[src/spi_pkg.sv]
`default_nettype none

//############################################################
// shared widths and encodings for the spi master
//############################################################

package spi_pkg;

   // datapath widths
   localparam int SPI_DW  = 8;   // one serial byte
   localparam int SPI_RXW = 64;  // receive word, last 8 bytes

   //############################################################
   // frame state machine
   //############################################################
   typedef enum logic [1:0] {
      SPI_IDLE  = 2'b00,  // ss high, waiting for data
      SPI_SETUP = 2'b01,  // ss low, one half period before sclk
      SPI_DATA  = 2'b10,  // 16 half periods per byte
      SPI_HOLD  = 2'b11   // ss low, one half period after sclk
   } spi_state_t;

   //############################################################
   // register map
   //############################################################
   // cfg bit 0 cpol, bit 1 cpha, bit 2 lsbfirst
   typedef enum logic [1:0] {
      ADDR_CFG = 2'd0,  // link configuration
      ADDR_DIV = 2'd1,  // sclk divider
      ADDR_TX  = 2'd2,  // push tx byte
      ADDR_CLR = 2'd3   // clear sticky overflow
   } spi_addr_t;

   // cfg field positions
   localparam int CFG_CPOL     = 0;
   localparam int CFG_CPHA     = 1;
   localparam int CFG_LSBFIRST = 2;

endpackage

`default_nettype wire
[src/spi_master.sv]
`default_nettype none

// spi master top
// register front end -> tx fifo -> io engine
module spi_master import spi_pkg::*; #(
   parameter int depth = 8  // tx fifo entries
) (
   input  wire                clk,
   input  wire                nreset,
   // register write bus
   input  wire                reg_write,
   input  wire spi_addr_t     reg_addr,
   input  wire [SPI_DW-1:0]   reg_wdata,
   // serial pins
   output logic               sclk,
   output logic               mosi,
   output logic               ss,
   input  wire                miso,
   // status
   output logic [SPI_RXW-1:0] rx_data,
   output logic               rx_access,
   output logic               tx_overflow
);

   logic              push;
   logic [SPI_DW-1:0] push_data;
   logic              full;
   logic              fifo_read;
   logic [SPI_DW-1:0] fifo_dout;
   logic              fifo_empty;
   logic              cpol;
   logic              cpha;
   logic              lsbfirst;
   logic [SPI_DW-1:0] clkdiv;
   logic              ss_busy;

   assign ss_busy = ~ss;  // frame running

   spi_regs u_regs (
      .clk         (clk),
      .nreset      (nreset),
      .reg_write   (reg_write),
      .reg_addr    (reg_addr),
      .reg_wdata   (reg_wdata),
      .full        (full),
      .push        (push),
      .push_data   (push_data),
      .ss_busy     (ss_busy),
      .cpol        (cpol),
      .cpha        (cpha),
      .lsbfirst    (lsbfirst),
      .clkdiv      (clkdiv),
      .tx_overflow (tx_overflow)
   );

   spi_tx_fifo #(
      .depth (depth)
   ) u_fifo (
      .clk        (clk),
      .nreset     (nreset),
      .push       (push),
      .push_data  (push_data),
      .full       (full),
      .fifo_read  (fifo_read),
      .fifo_dout  (fifo_dout),
      .fifo_empty (fifo_empty)
   );

   spi_master_io u_io (
      .clk        (clk),
      .nreset     (nreset),
      .cpol       (cpol),
      .cpha       (cpha),
      .lsbfirst   (lsbfirst),
      .clkdiv     (clkdiv),
      .fifo_dout  (fifo_dout),
      .fifo_empty (fifo_empty),
      .fifo_read  (fifo_read),
      .rx_data    (rx_data),
      .rx_access  (rx_access),
      .sclk       (sclk),
      .mosi       (mosi),
      .ss         (ss),
      .miso       (miso),
      .spi_state  ()               // debug only
   );

endmodule

`default_nettype wire

[src/spi_master_io.sv]
`default_nettype none

// spi io engine
// frame fsm, tx shifter, rx shifter, ss rise pulse
module spi_master_io import spi_pkg::*; (
   input  wire                clk,
   input  wire                nreset,
   // link config
   input  wire                cpol,
   input  wire                cpha,
   input  wire                lsbfirst,
   input  wire [SPI_DW-1:0]   clkdiv,
   // tx fifo
   input  wire [SPI_DW-1:0]   fifo_dout,
   input  wire                fifo_empty,
   output logic               fifo_read,  // one cycle pop
   // receive word
   output logic [SPI_RXW-1:0] rx_data,
   output logic               rx_access,  // frame done pulse
   // serial pins
   output logic               sclk,
   output logic               mosi,
   output logic               ss,
   input  wire                miso,
   output spi_state_t         spi_state
);

   logic              edge_tick;  // half period strobe
   logic              phase;      // sclk toggle phase
   logic              run;
   logic [3:0]        half_cnt;   // half periods done in this byte
   logic              boundary;   // next byte may start here
   logic              byte_end;   // last tick of a byte
   logic              leading;    // next tick is first edge of a bit
   logic              tx_shift;
   logic              rx_sample;
   logic              rx_first;   // first bit of a byte
   logic              load_byte;  // shifter load, cycle after pop
   logic [SPI_DW-1:0] tx_sr;
   logic              ss_q;

   //############################################################
   // clock generator
   //############################################################
   assign run = (spi_state == SPI_DATA);  // sclk only moves in data

   spi_clock_gen u_clock_gen (
      .clk       (clk),
      .nreset    (nreset),
      .clkdiv    (clkdiv),
      .run       (run),
      .edge_tick (edge_tick),
      .phase     (phase)
   );

   assign sclk = cpol ^ phase;  // phase is 0 outside data

   //############################################################
   // frame state machine
   //############################################################
   assign byte_end = edge_tick & run & (half_cnt == 4'd15);
   assign boundary = (spi_state == SPI_IDLE) | (run & (half_cnt == 4'd15));

   // pop one boundary ahead of the byte it feeds
   assign fifo_read = edge_tick & boundary & ~fifo_empty;

   always_ff @(posedge clk or negedge nreset) begin
      if (!nreset) begin
         spi_state <= SPI_IDLE;
      end else begin
         case (spi_state)
            SPI_IDLE: begin
               if (fifo_read)
                  spi_state <= SPI_SETUP;  // ss falls here
            end
            SPI_SETUP: begin
               if (edge_tick)
                  spi_state <= SPI_DATA;
            end
            SPI_DATA: begin
               if (byte_end && fifo_empty)
                  spi_state <= SPI_HOLD;   // nothing queued, close frame
            end
            SPI_HOLD: begin
               if (edge_tick)
                  spi_state <= SPI_IDLE;
            end
            default: spi_state <= SPI_IDLE;
         endcase
      end
   end

   // 16 half periods per byte, wraps into the next byte
   always_ff @(posedge clk or negedge nreset) begin
      if (!nreset)
         half_cnt <= '0;
      else if (!run)
         half_cnt <= '0;
      else if (edge_tick)
         half_cnt <= half_cnt + 1'b1;
   end

   //############################################################
   // edge selection
   //############################################################
   assign leading  = ~half_cnt[0];            // ticks 1,3,..,15
   assign rx_first = (half_cnt[3:1] == 3'd0);

   // cpha 0: shift on trailing, sample on leading
   // cpha 1: shift on leading, sample on trailing
   assign tx_shift  = edge_tick & run &
                      (cpha ? (leading & (half_cnt != 4'd0))
                            : (~leading & (half_cnt != 4'd15)));
   assign rx_sample = edge_tick & run & (cpha ? ~leading : leading);

   //############################################################
   // tx shifter
   //############################################################
   always_ff @(posedge clk or negedge nreset) begin
      if (!nreset)
         load_byte <= 1'b0;
      else
         load_byte <= fifo_read;
   end

   always_ff @(posedge clk or negedge nreset) begin
      if (!nreset)
         tx_sr <= '0;
      else if (load_byte)
         tx_sr <= fifo_dout;  // popped byte still at fifo head
      else if (tx_shift)
         tx_sr <= lsbfirst ? {1'b0, tx_sr[SPI_DW-1:1]}
                           : {tx_sr[SPI_DW-2:0], 1'b0};
   end

   assign mosi = lsbfirst ? tx_sr[0] : tx_sr[SPI_DW-1];

   //############################################################
   // rx shifter
   //############################################################
   // newest byte always in 7:0, lsbfirst only reverses bits in a byte
   always_ff @(posedge clk) begin
      if (rx_sample) begin
         if (!lsbfirst)
            rx_data <= {rx_data[SPI_RXW-2:0], miso};
         else if (rx_first)
            rx_data <= {rx_data[SPI_RXW-SPI_DW-1:0], miso, {(SPI_DW-1){1'b0}}};
         else
            rx_data[SPI_DW-1:0] <= {miso, rx_data[SPI_DW-1:1]};
      end
   end

   //############################################################
   // slave select and done pulse
   //############################################################
   assign ss = (spi_state == SPI_IDLE);

   always_ff @(posedge clk or negedge nreset) begin
      if (!nreset) begin
         ss_q      <= 1'b1;
         rx_access <= 1'b0;
      end else begin
         ss_q      <= ss;
         rx_access <= ss & ~ss_q;  // one clk after the rise
      end
   end

   a_sclk_rest : assert property (
      @(posedge clk) disable iff (!nreset)
      ss |-> (sclk == cpol)
   ) else $error("sclk off its rest level while ss high");

endmodule

`default_nettype wire

[src/spi_clock_gen.sv]
`default_nettype none

// sclk divider
// free running half period counter plus the sclk toggle phase
module spi_clock_gen import spi_pkg::*; (
   input  wire              clk,
   input  wire              nreset,
   input  wire [SPI_DW-1:0] clkdiv,     // half period = clkdiv+1
   input  wire              run,        // engine in data state
   output logic             edge_tick,  // one cycle per half period
   output logic             phase       // 0 = idle level
);

   logic [SPI_DW-1:0] cnt;  // half period counter

   //############################################################
   // half period counter
   //############################################################
   // >= so a divider lowered mid count still wraps at once
   assign edge_tick = (cnt >= clkdiv);

   // never stops, idle frames start on a tick as well
   always_ff @(posedge clk or negedge nreset) begin
      if (!nreset)
         cnt <= '0;
      else if (edge_tick)
         cnt <= '0;
      else
         cnt <= cnt + 1'b1;
   end

   //############################################################
   // toggle phase
   //############################################################
   always_ff @(posedge clk or negedge nreset) begin
      if (!nreset)
         phase <= 1'b0;
      else if (!run)
         phase <= 1'b0;       // back to rest level
      else if (edge_tick)
         phase <= ~phase;     // one sclk edge per tick
   end

endmodule

`default_nettype wire

[src/spi_tx_fifo.sv]
`default_nettype none

// transmit fifo
// circular buffer, pointers carry a wrap bit, registered head byte
module spi_tx_fifo import spi_pkg::*; #(
   parameter int depth = 8  // power of two, 2 or more
) (
   input  wire               clk,
   input  wire               nreset,
   // write side
   input  wire               push,
   input  wire [SPI_DW-1:0]  push_data,
   output logic              full,
   // read side
   input  wire               fifo_read,
   output logic [SPI_DW-1:0] fifo_dout,   // head byte
   output logic              fifo_empty
);

   localparam int aw = $clog2(depth);  // index bits

   logic [SPI_DW-1:0] mem [depth];
   logic [aw:0]       wr_ptr;  // msb is wrap bit
   logic [aw:0]       rd_ptr;

   //############################################################
   // pointers
   //############################################################
   always_ff @(posedge clk or negedge nreset) begin
      if (!nreset) begin
         wr_ptr <= '0;
         rd_ptr <= '0;
      end else begin
         if (push)
            wr_ptr <= wr_ptr + 1'b1;
         if (fifo_read)
            rd_ptr <= rd_ptr + 1'b1;
      end
   end

   // same index, wrap bits differ -> full
   assign fifo_empty = (wr_ptr == rd_ptr);
   assign full       = (wr_ptr[aw] != rd_ptr[aw]) &&
                       (wr_ptr[aw-1:0] == rd_ptr[aw-1:0]);

   //############################################################
   // storage
   //############################################################
   always_ff @(posedge clk) begin
      if (push)
         mem[wr_ptr[aw-1:0]] <= push_data;
   end

   // head register follows the read pointer one cycle late
   // so the popped byte is still here the cycle after fifo_read
   always_ff @(posedge clk) begin
      if (push && (wr_ptr == rd_ptr))
         fifo_dout <= push_data;  // bypass, slot written this edge
      else
         fifo_dout <= mem[rd_ptr[aw-1:0]];
   end

   //############################################################
   // checks
   //############################################################
   a_no_underflow : assert property (
      @(posedge clk) disable iff (!nreset)
      fifo_read |-> !fifo_empty
   ) else $error("fifo pop while empty");

   a_no_overflow : assert property (
      @(posedge clk) disable iff (!nreset)
      push |-> !full
   ) else $error("fifo push while full");

endmodule

`default_nettype wire

[src/spi_regs.sv]
`default_nettype none

// register front end
// decodes strobe writes into config, fifo pushes and overflow clear
module spi_regs import spi_pkg::*; (
   input  wire              clk,
   input  wire              nreset,
   // write strobe bus
   input  wire              reg_write,   // one cycle
   input  wire spi_addr_t   reg_addr,
   input  wire [SPI_DW-1:0] reg_wdata,
   // fifo side
   input  wire              full,        // level from fifo
   output logic             push,        // one cycle
   output logic [SPI_DW-1:0] push_data,
   // engine side
   input  wire              ss_busy,     // frame in progress
   output logic             cpol,
   output logic             cpha,
   output logic             lsbfirst,
   output logic [SPI_DW-1:0] clkdiv,
   output logic             tx_overflow  // sticky
);

   logic wr_tx;    // write to tx address
   logic wr_cfg;   // any config write

   //############################################################
   // decode
   //############################################################
   assign wr_tx  = reg_write & (reg_addr == ADDR_TX);
   assign wr_cfg = reg_write & ((reg_addr == ADDR_CFG) | (reg_addr == ADDR_DIV));

   // push goes straight to the fifo on the same edge
   assign push      = wr_tx & ~full;  // dropped when full
   assign push_data = reg_wdata;

   //############################################################
   // config and overflow registers
   //############################################################
   always_ff @(posedge clk or negedge nreset) begin
      if (!nreset) begin
         cpol        <= 1'b0;
         cpha        <= 1'b0;
         lsbfirst    <= 1'b0;
         clkdiv      <= '0;
         tx_overflow <= 1'b0;
      end else if (reg_write) begin
         case (reg_addr)
            ADDR_CFG: begin
               cpol     <= reg_wdata[CFG_CPOL];
               cpha     <= reg_wdata[CFG_CPHA];
               lsbfirst <= reg_wdata[CFG_LSBFIRST];
            end
            ADDR_DIV: clkdiv <= reg_wdata;  // half period = clkdiv+1
            ADDR_TX: begin
               if (full)
                  tx_overflow <= 1'b1;  // lost byte, flag until cleared
            end
            ADDR_CLR: tx_overflow <= 1'b0;
            default: ;
         endcase
      end
   end

   // link settings must be stable for a whole frame
   a_cfg_idle : assert property (
      @(posedge clk) disable iff (!nreset)
      wr_cfg |-> !ss_busy
   ) else $error("config write while ss low");

endmodule

`default_nettype wire

[config.mk]
export PLATFORM = sky130hd
export DESIGN_NAME = spi_master
export DESIGN_NICKNAME = d
export VERILOG_FILES = /design/src/spi_pkg.sv /design/src/spi_master.sv /design/src/spi_master_io.sv /design/src/spi_clock_gen.sv /design/src/spi_tx_fifo.sv /design/src/spi_regs.sv
export SDC_FILE = /design/constraint.sdc
export NUM_CORES = 1
export LEC_CHECK = 0
export BUFFER_PORTS_ARGS = -buffer_cell sky130_fd_sc_hd__buf_2
export CORE_ASPECT_RATIO = 0.9
export CORE_UTILIZATION = 59
export DETAILED_ROUTE_END_ITERATION = 6
export HOLD_SLACK_MARGIN = 0.05
export PLACE_DENSITY_LB_ADDON = 0.15
export SLEW_MARGIN = 10
export SYNTH_ARGS = -nofsm -noshare
export SYNTH_HDL_FRONTEND = slang
export SYNTH_SLANG_ARGS = --single-unit
[constraint.sdc]
create_clock -name clk -period 5.52 [get_ports clk]
set_input_delay 1.656 -clock clk [delete_from_list [all_inputs] [get_ports clk]]
set_output_delay 1.656 -clock clk [all_outputs]
set_load 0.05 [all_outputs]
---- Word level (Yosys, flattened, before mapping) ----
Memories as Yosys holds them, arrays and structs flattened. A register that Yosys moved wholly into a read port is not among the register bits.
Cells that the tools add are included.
Widths: inputs -> output; s select.
cells by class
  add/sub/neg operators ................... 4
  $lt $le $gt $ge ......................... 1
  eq/ne operators ......................... 18
  muxes and demuxes ....................... 23
  bitwise gates (word level) .............. 19
  reductions and logical operators ........ 13
operators by type and width
  kind                 count
  $mux 64              1
  $mux 56              1
  $mux 8               4
  $add 4x1->4 const B  3
  $and 1x1->1          12
  $ne 2x1->1 const B   6
  $add 8x1->8 const B  1
  $eq 2x2->1 const B   4
  $ge 8x8->1           1
  $mux 1               8
  $mux 2               4
  $mux 4               2
  $pmux 2 s4           1
  $mux 7               1
  $reduce_and 2->1     3
  $not 1->1            5
  $eq 2x1->1 const B   2
  $eq 4x4->1           1
  $eq 4x4->1 const B   1
  $logic_not 2->1      2
  $ne 4x4->1 const B   1
  $reduce_and 4->1     1
  $reduce_bool 2->1    2
  $reduce_bool 4->1    1
  other kinds (9)      10
word-level totals
  bits in registers ....................... 110
  RAM bits ................................ 64
  input bits .............................. 14
  output and inout port bits .............. 69
  logic and storage cells ................. 96
  memories ................................ 1
memories
  name        depth  bits a word  rd ports  clocked after memory_dff  wr ports  RTL line           RTL
  u_fifo.mem  8      8            1         1                         1         spi_tx_fifo.sv:22  logic [SPI_DW-1:0] mem [depth];

---- Depth between registers and ports, before layout ----
  depth in word-level cells ............... 7
  gate-level depth with buffers ........... 9
  mapped depth without buffers ............ 7

---- Modules after synthesis ----
From an unflattened synthesis, not the netlist that was laid out.
unflattened totals
  cells, all modules ...................... 502
  area total of the unflattened synthesis .. 8026.4 um2
by module, submodules not included
  module         times used  cells each  area each (um2)  seq. area each (um2)
  spi_master_io  1           250         3702.3           2348.5
  spi_tx_fifo    1           153         3180.6           2282.2
  spi_clock_gen  1           61          595.6            225.2
  spi_regs       1           37          544.3            300.3
  spi_master     1           1           3.8              0.0

---- Least setup slack after synthesis ----
No wires, ideal clock.
  kind .................................... reg2reg
  start ................................... reg u_io.u_clock_gen.cnt[5]
  end ..................................... reg u_io.rx_data[10], enable pin
  setup time .............................. 0.476 ns
  data arrival time ....................... 4.271 ns
  required time ........................... 5.044 ns
  path slack .............................. 0.773 ns
  stages on the path, launching flop included .. 6
  buffers on the path ..................... 0
  clock period less this slack ............ 4.747 ns
  cell sequence ........................... dfrtp_1 -> ha_1 -> nand4_1 -> o31a_4 -> nor2_1 -> nor2b_1
between the ends
  word-level cells in the longest chain between the ends .. 4
ends and longest elaborated chain
  what                           RTL line              RTL
  start, declared                spi_clock_gen.sv:14   logic [SPI_DW-1:0] cnt;
  start signal, assigned         spi_clock_gen.sv:29   cnt <= cnt + 1'b1;
  $ge 8x8->1                     spi_clock_gen.sv:20   assign edge_tick = (cnt >= clkdiv);
  $and 1x1->1 (2 in series)      spi_master_io.sv:114  assign rx_sample = edge_tick & run & (cpha ? ~leading : leading);
  via u_io.rx_sample             spi_master_io.sv:36   logic rx_sample;
  $reduce_and 2->1 (no line)     --
  end signal, assigned           spi_master_io.sv:145  rx_data <= {rx_data[SPI_RXW-2:0], miso};
  end signal, assigned           spi_master_io.sv:147  rx_data <= {rx_data[SPI_RXW-SPI_DW-1:0], miso, {(SPI_DW-1){1'b0}}};
  end signal, assigned by index  spi_master_io.sv:149  rx_data[SPI_DW-1:0] <= {miso, rx_data[SPI_DW-1:1]};
  end, declared                  spi_master_io.sv:18   output logic [SPI_RXW-1:0] rx_data,
The timed path passes the listed nets, and every way through them passes these cells.
A chain may end at the register's enable or synchronous reset.

---- Worst setup path in the final report ----
  start ................................... reg u_io.u_clock_gen.cnt[5]
  end ..................................... reg u_io.rx_data[53], enable pin
Same word-level chain as after synthesis.

==> metrics.cfg <==
[outcome]
status=finished, final reports clean

[sta]
finalMaxSlewViolations=0
final-setup-viol-count=0
period_minus_slack_ns=3.59
finalCritPeriodShare_pct=65.0
rsz0062_at_grt=no
slew_headroom_pct=28.0
finalSetupTns_ns=0
fmax_mhz=279
skew_ns=0.0103
tightest_slew_ns=1.08
hold_viol=0

[power_and_ir_drop]
p_leak_nw=3.44
irDropWorstVdd_v=0.000321
powerDensity_nw_per_um2=434

[job]
maxCapViolations=0

[floorplanning]
fp.dieW_um=123
die_y_um=111
core_um2=12700
rows=39
start_util_pct=60.8
ios=83
die_area_um2=13600

[worst_setup_path]
start_kind=flop
critPathCaptureType=flop
critPathMaxStageDelay_ns=0.78
cp.arrival_ns=3.67
required_ns=5.60
critPathSlowestCell=nor2b_4
critPathMaxFanout=29
crit_type=flop to flop
path_cells=ha_1, nand4_1, o31a_4, nor2_1, nor2b_4, buf_4

[finish]
multi_input_area_um2=2490
ff_latch_area_um2=5060
nets=610
drive_gt1_share_pct=37.3
areaGrowthSynthToFinish_pct=14.3
layout_common_cells=edfxtp_1, buf_2, mux2_2
fillers=843
post-route-util_pct=69.4
final_common_cell=edfxtp_1
antennaDiodeCount=0
fin_cells=756

[clock_network]
clockBufferDepth=2
cts_buffers=17
cts_hold_buf=0
cts-htree-levels=4
cts_tree=yes
insertion_delay_ns=0.42
postCtsResizedCells=0
cts_sinks=177
clkTransAtPathRegs_ns=0.06
postCtsSetupBuffers=0
cts_root_buf=clkbuf_16

[synth]
ys_seq_elements=177
postSynth.asyncResetShare_pct=26.0
yosysTopAreaCell=edfxtp_1
yosys-top-cells-area=edfxtp_1, dfrtp_1, mux2_2
syn-num-nets=526
avgSynthCellArea_um2=15.6
ys_seq_area_share_pct=65.3
synth.top_cell.area_share_pct=49.7
syn_inst=495
yosysWarningCount=0
netlist_area_um2=7740
synth_top_flop_cell=edfxtp_1
synth_edf_count=128
ys_types=51

[detailed_routing]
wl_per_cell_um=19.1
ant_nets=0
viasPerCell=5.72
drt_iter0_markers=389
drc=0
drt_wl_total_um=14500
vias=4321
first_pass_iters=5

[global_route]
grt_max_degree=76
track_usage_pct=23.8
grt_pass1_vias=4534
overflow=0
grt_pass1_wl_um=24000
antenna_found_initial=0

[worst_hold_path]
hp-class=flop to flop

[placement]
hpwl_um=9900
gp_congestion=0.811
port_buffers=82
dp_cells=724

-- layer usage --
metal	GRT usage (%)	share of wire [%]	vias to the layer above
li1	-	-	2011
met1	35.4	48	2206
met2	35.2	47	94
met3	5.89	4.3	10
met4	6.59	0.76	0
met5	0	0	-
-- synth_stat cells, drive strengths merged (4+ instances only) --
cell type / n
dfrtp: 45
buf: 10
mux4: 16
nand2b: 7
xnor2: 10
inv: 29
mux2i: 7
a211o: 5
edfxtp: 128
mux2: 80
clkbuf: 10
nand3: 18
and3: 4
xor2: 9
a21oi: 7
ha: 17
o21ai: 9
nand2: 23
nor2: 23
-- where the power goes --
part           internal, mW  switching (mW)  leakage [nW]
Combinational         0.436           0.507          1.41
Clock                 0.652           0.461         0.272
Sequential             1.60           0.187          1.76
-- logic make-up (layout without fill, tap and decap cells) --
| kind of cell | Yosys count | in the layout | share of synthesized area (%) |
|---|---|---|---|
| adder cells (fa/ha/maj) | 17 | 17 | 2.75 |
| flip-flops | 177 | 177 | 65.3 |
| multiplexers | 103 | 103 | 17.3 |
| buffers and inverters | 49 | 146 | 2.60 |
| AO/OA/AOI/OAI | 37 | 37 | 3.78 |
| AND/OR/NAND/NOR | 93 | 93 | 6.11 |
| XOR/XNOR | 19 | 19 | 2.15 |
-- cell type report --
cell class                      instances  area share (%)
Sequential cell                       177            57.2
Multi-Input combinational cell        269            28.2
Clock buffer                           25            5.49
Timing Repair Buffer                   85            4.90
Tap cell                              164            2.32
Inverter                               29            1.23
Clock inverter                          7           0.665
-- per-stage QoR --
step	instance area (um2)	worst slack, ns	hold WS, ns	power [mW]
2_1_floorplan	7740	0.773	0.415	2.53
5_1_grt	8840	1.62	0.475	4.02
3_3_place_gp	8290	1.97	0.441	2.70
6_report	8840	1.93	0.468	3.84
3_5_place_dp	8290	1.74	0.455	2.74
4_1_cts	8840	1.88	0.465	3.86
-- path summary, 6_finish.rpt --
kind	startpoint	to	slack, ns	cells after the start
setup / recovery	u_io.u_clock_gen.cnt[5]	u_io.rx_data[53]	1.93	6
setup reg to reg	u_io.u_clock_gen.cnt[5]	u_io.rx_data[53]	1.93	6
hold reg to reg	u_fifo.rd_ptr[2]	flop	0.47	0
max in group asynchronous	nreset	u_regs.lsbfirst	3.39	1
hold / removal	u_fifo.rd_ptr[2]	flop	0.47	0
min in group asynchronous	nreset	u_io.spi_state[1]	1.41	1
-- sequential cells by signal (all words and copies together), names as in the netlist, named ones only --
register,cells
u_fifo.mem,64
u_io.rx_data,64
u_io.tx_sr,8
u_io.u_clock_gen.cnt,8
u_regs.clkdiv,8
u_fifo.rd_ptr,4
u_fifo.wr_ptr,4
u_io.half_cnt,4
u_io.spi_state,2
u_io.load_byte,1
u_io.rx_access,1
u_io.ss_q,1
u_io.u_clock_gen.phase,1
u_regs.cpha,1
u_regs.cpol,1
u_regs.lsbfirst,1
u_regs.tx_overflow,1
-- worst max-delay path: cells and delay by family (launching register included) --
| family | cells | cell delay, ns |
|---|---|---|
| buf+inv | 1 | 0.47 |
| simple gates | 3 | 1.57 |
| fa+ha+maj | 1 | 0.32 |
| flops | 1 | 0.43 |
| compound gates | 1 | 0.44 |
(Power assumes the default switching activity.)
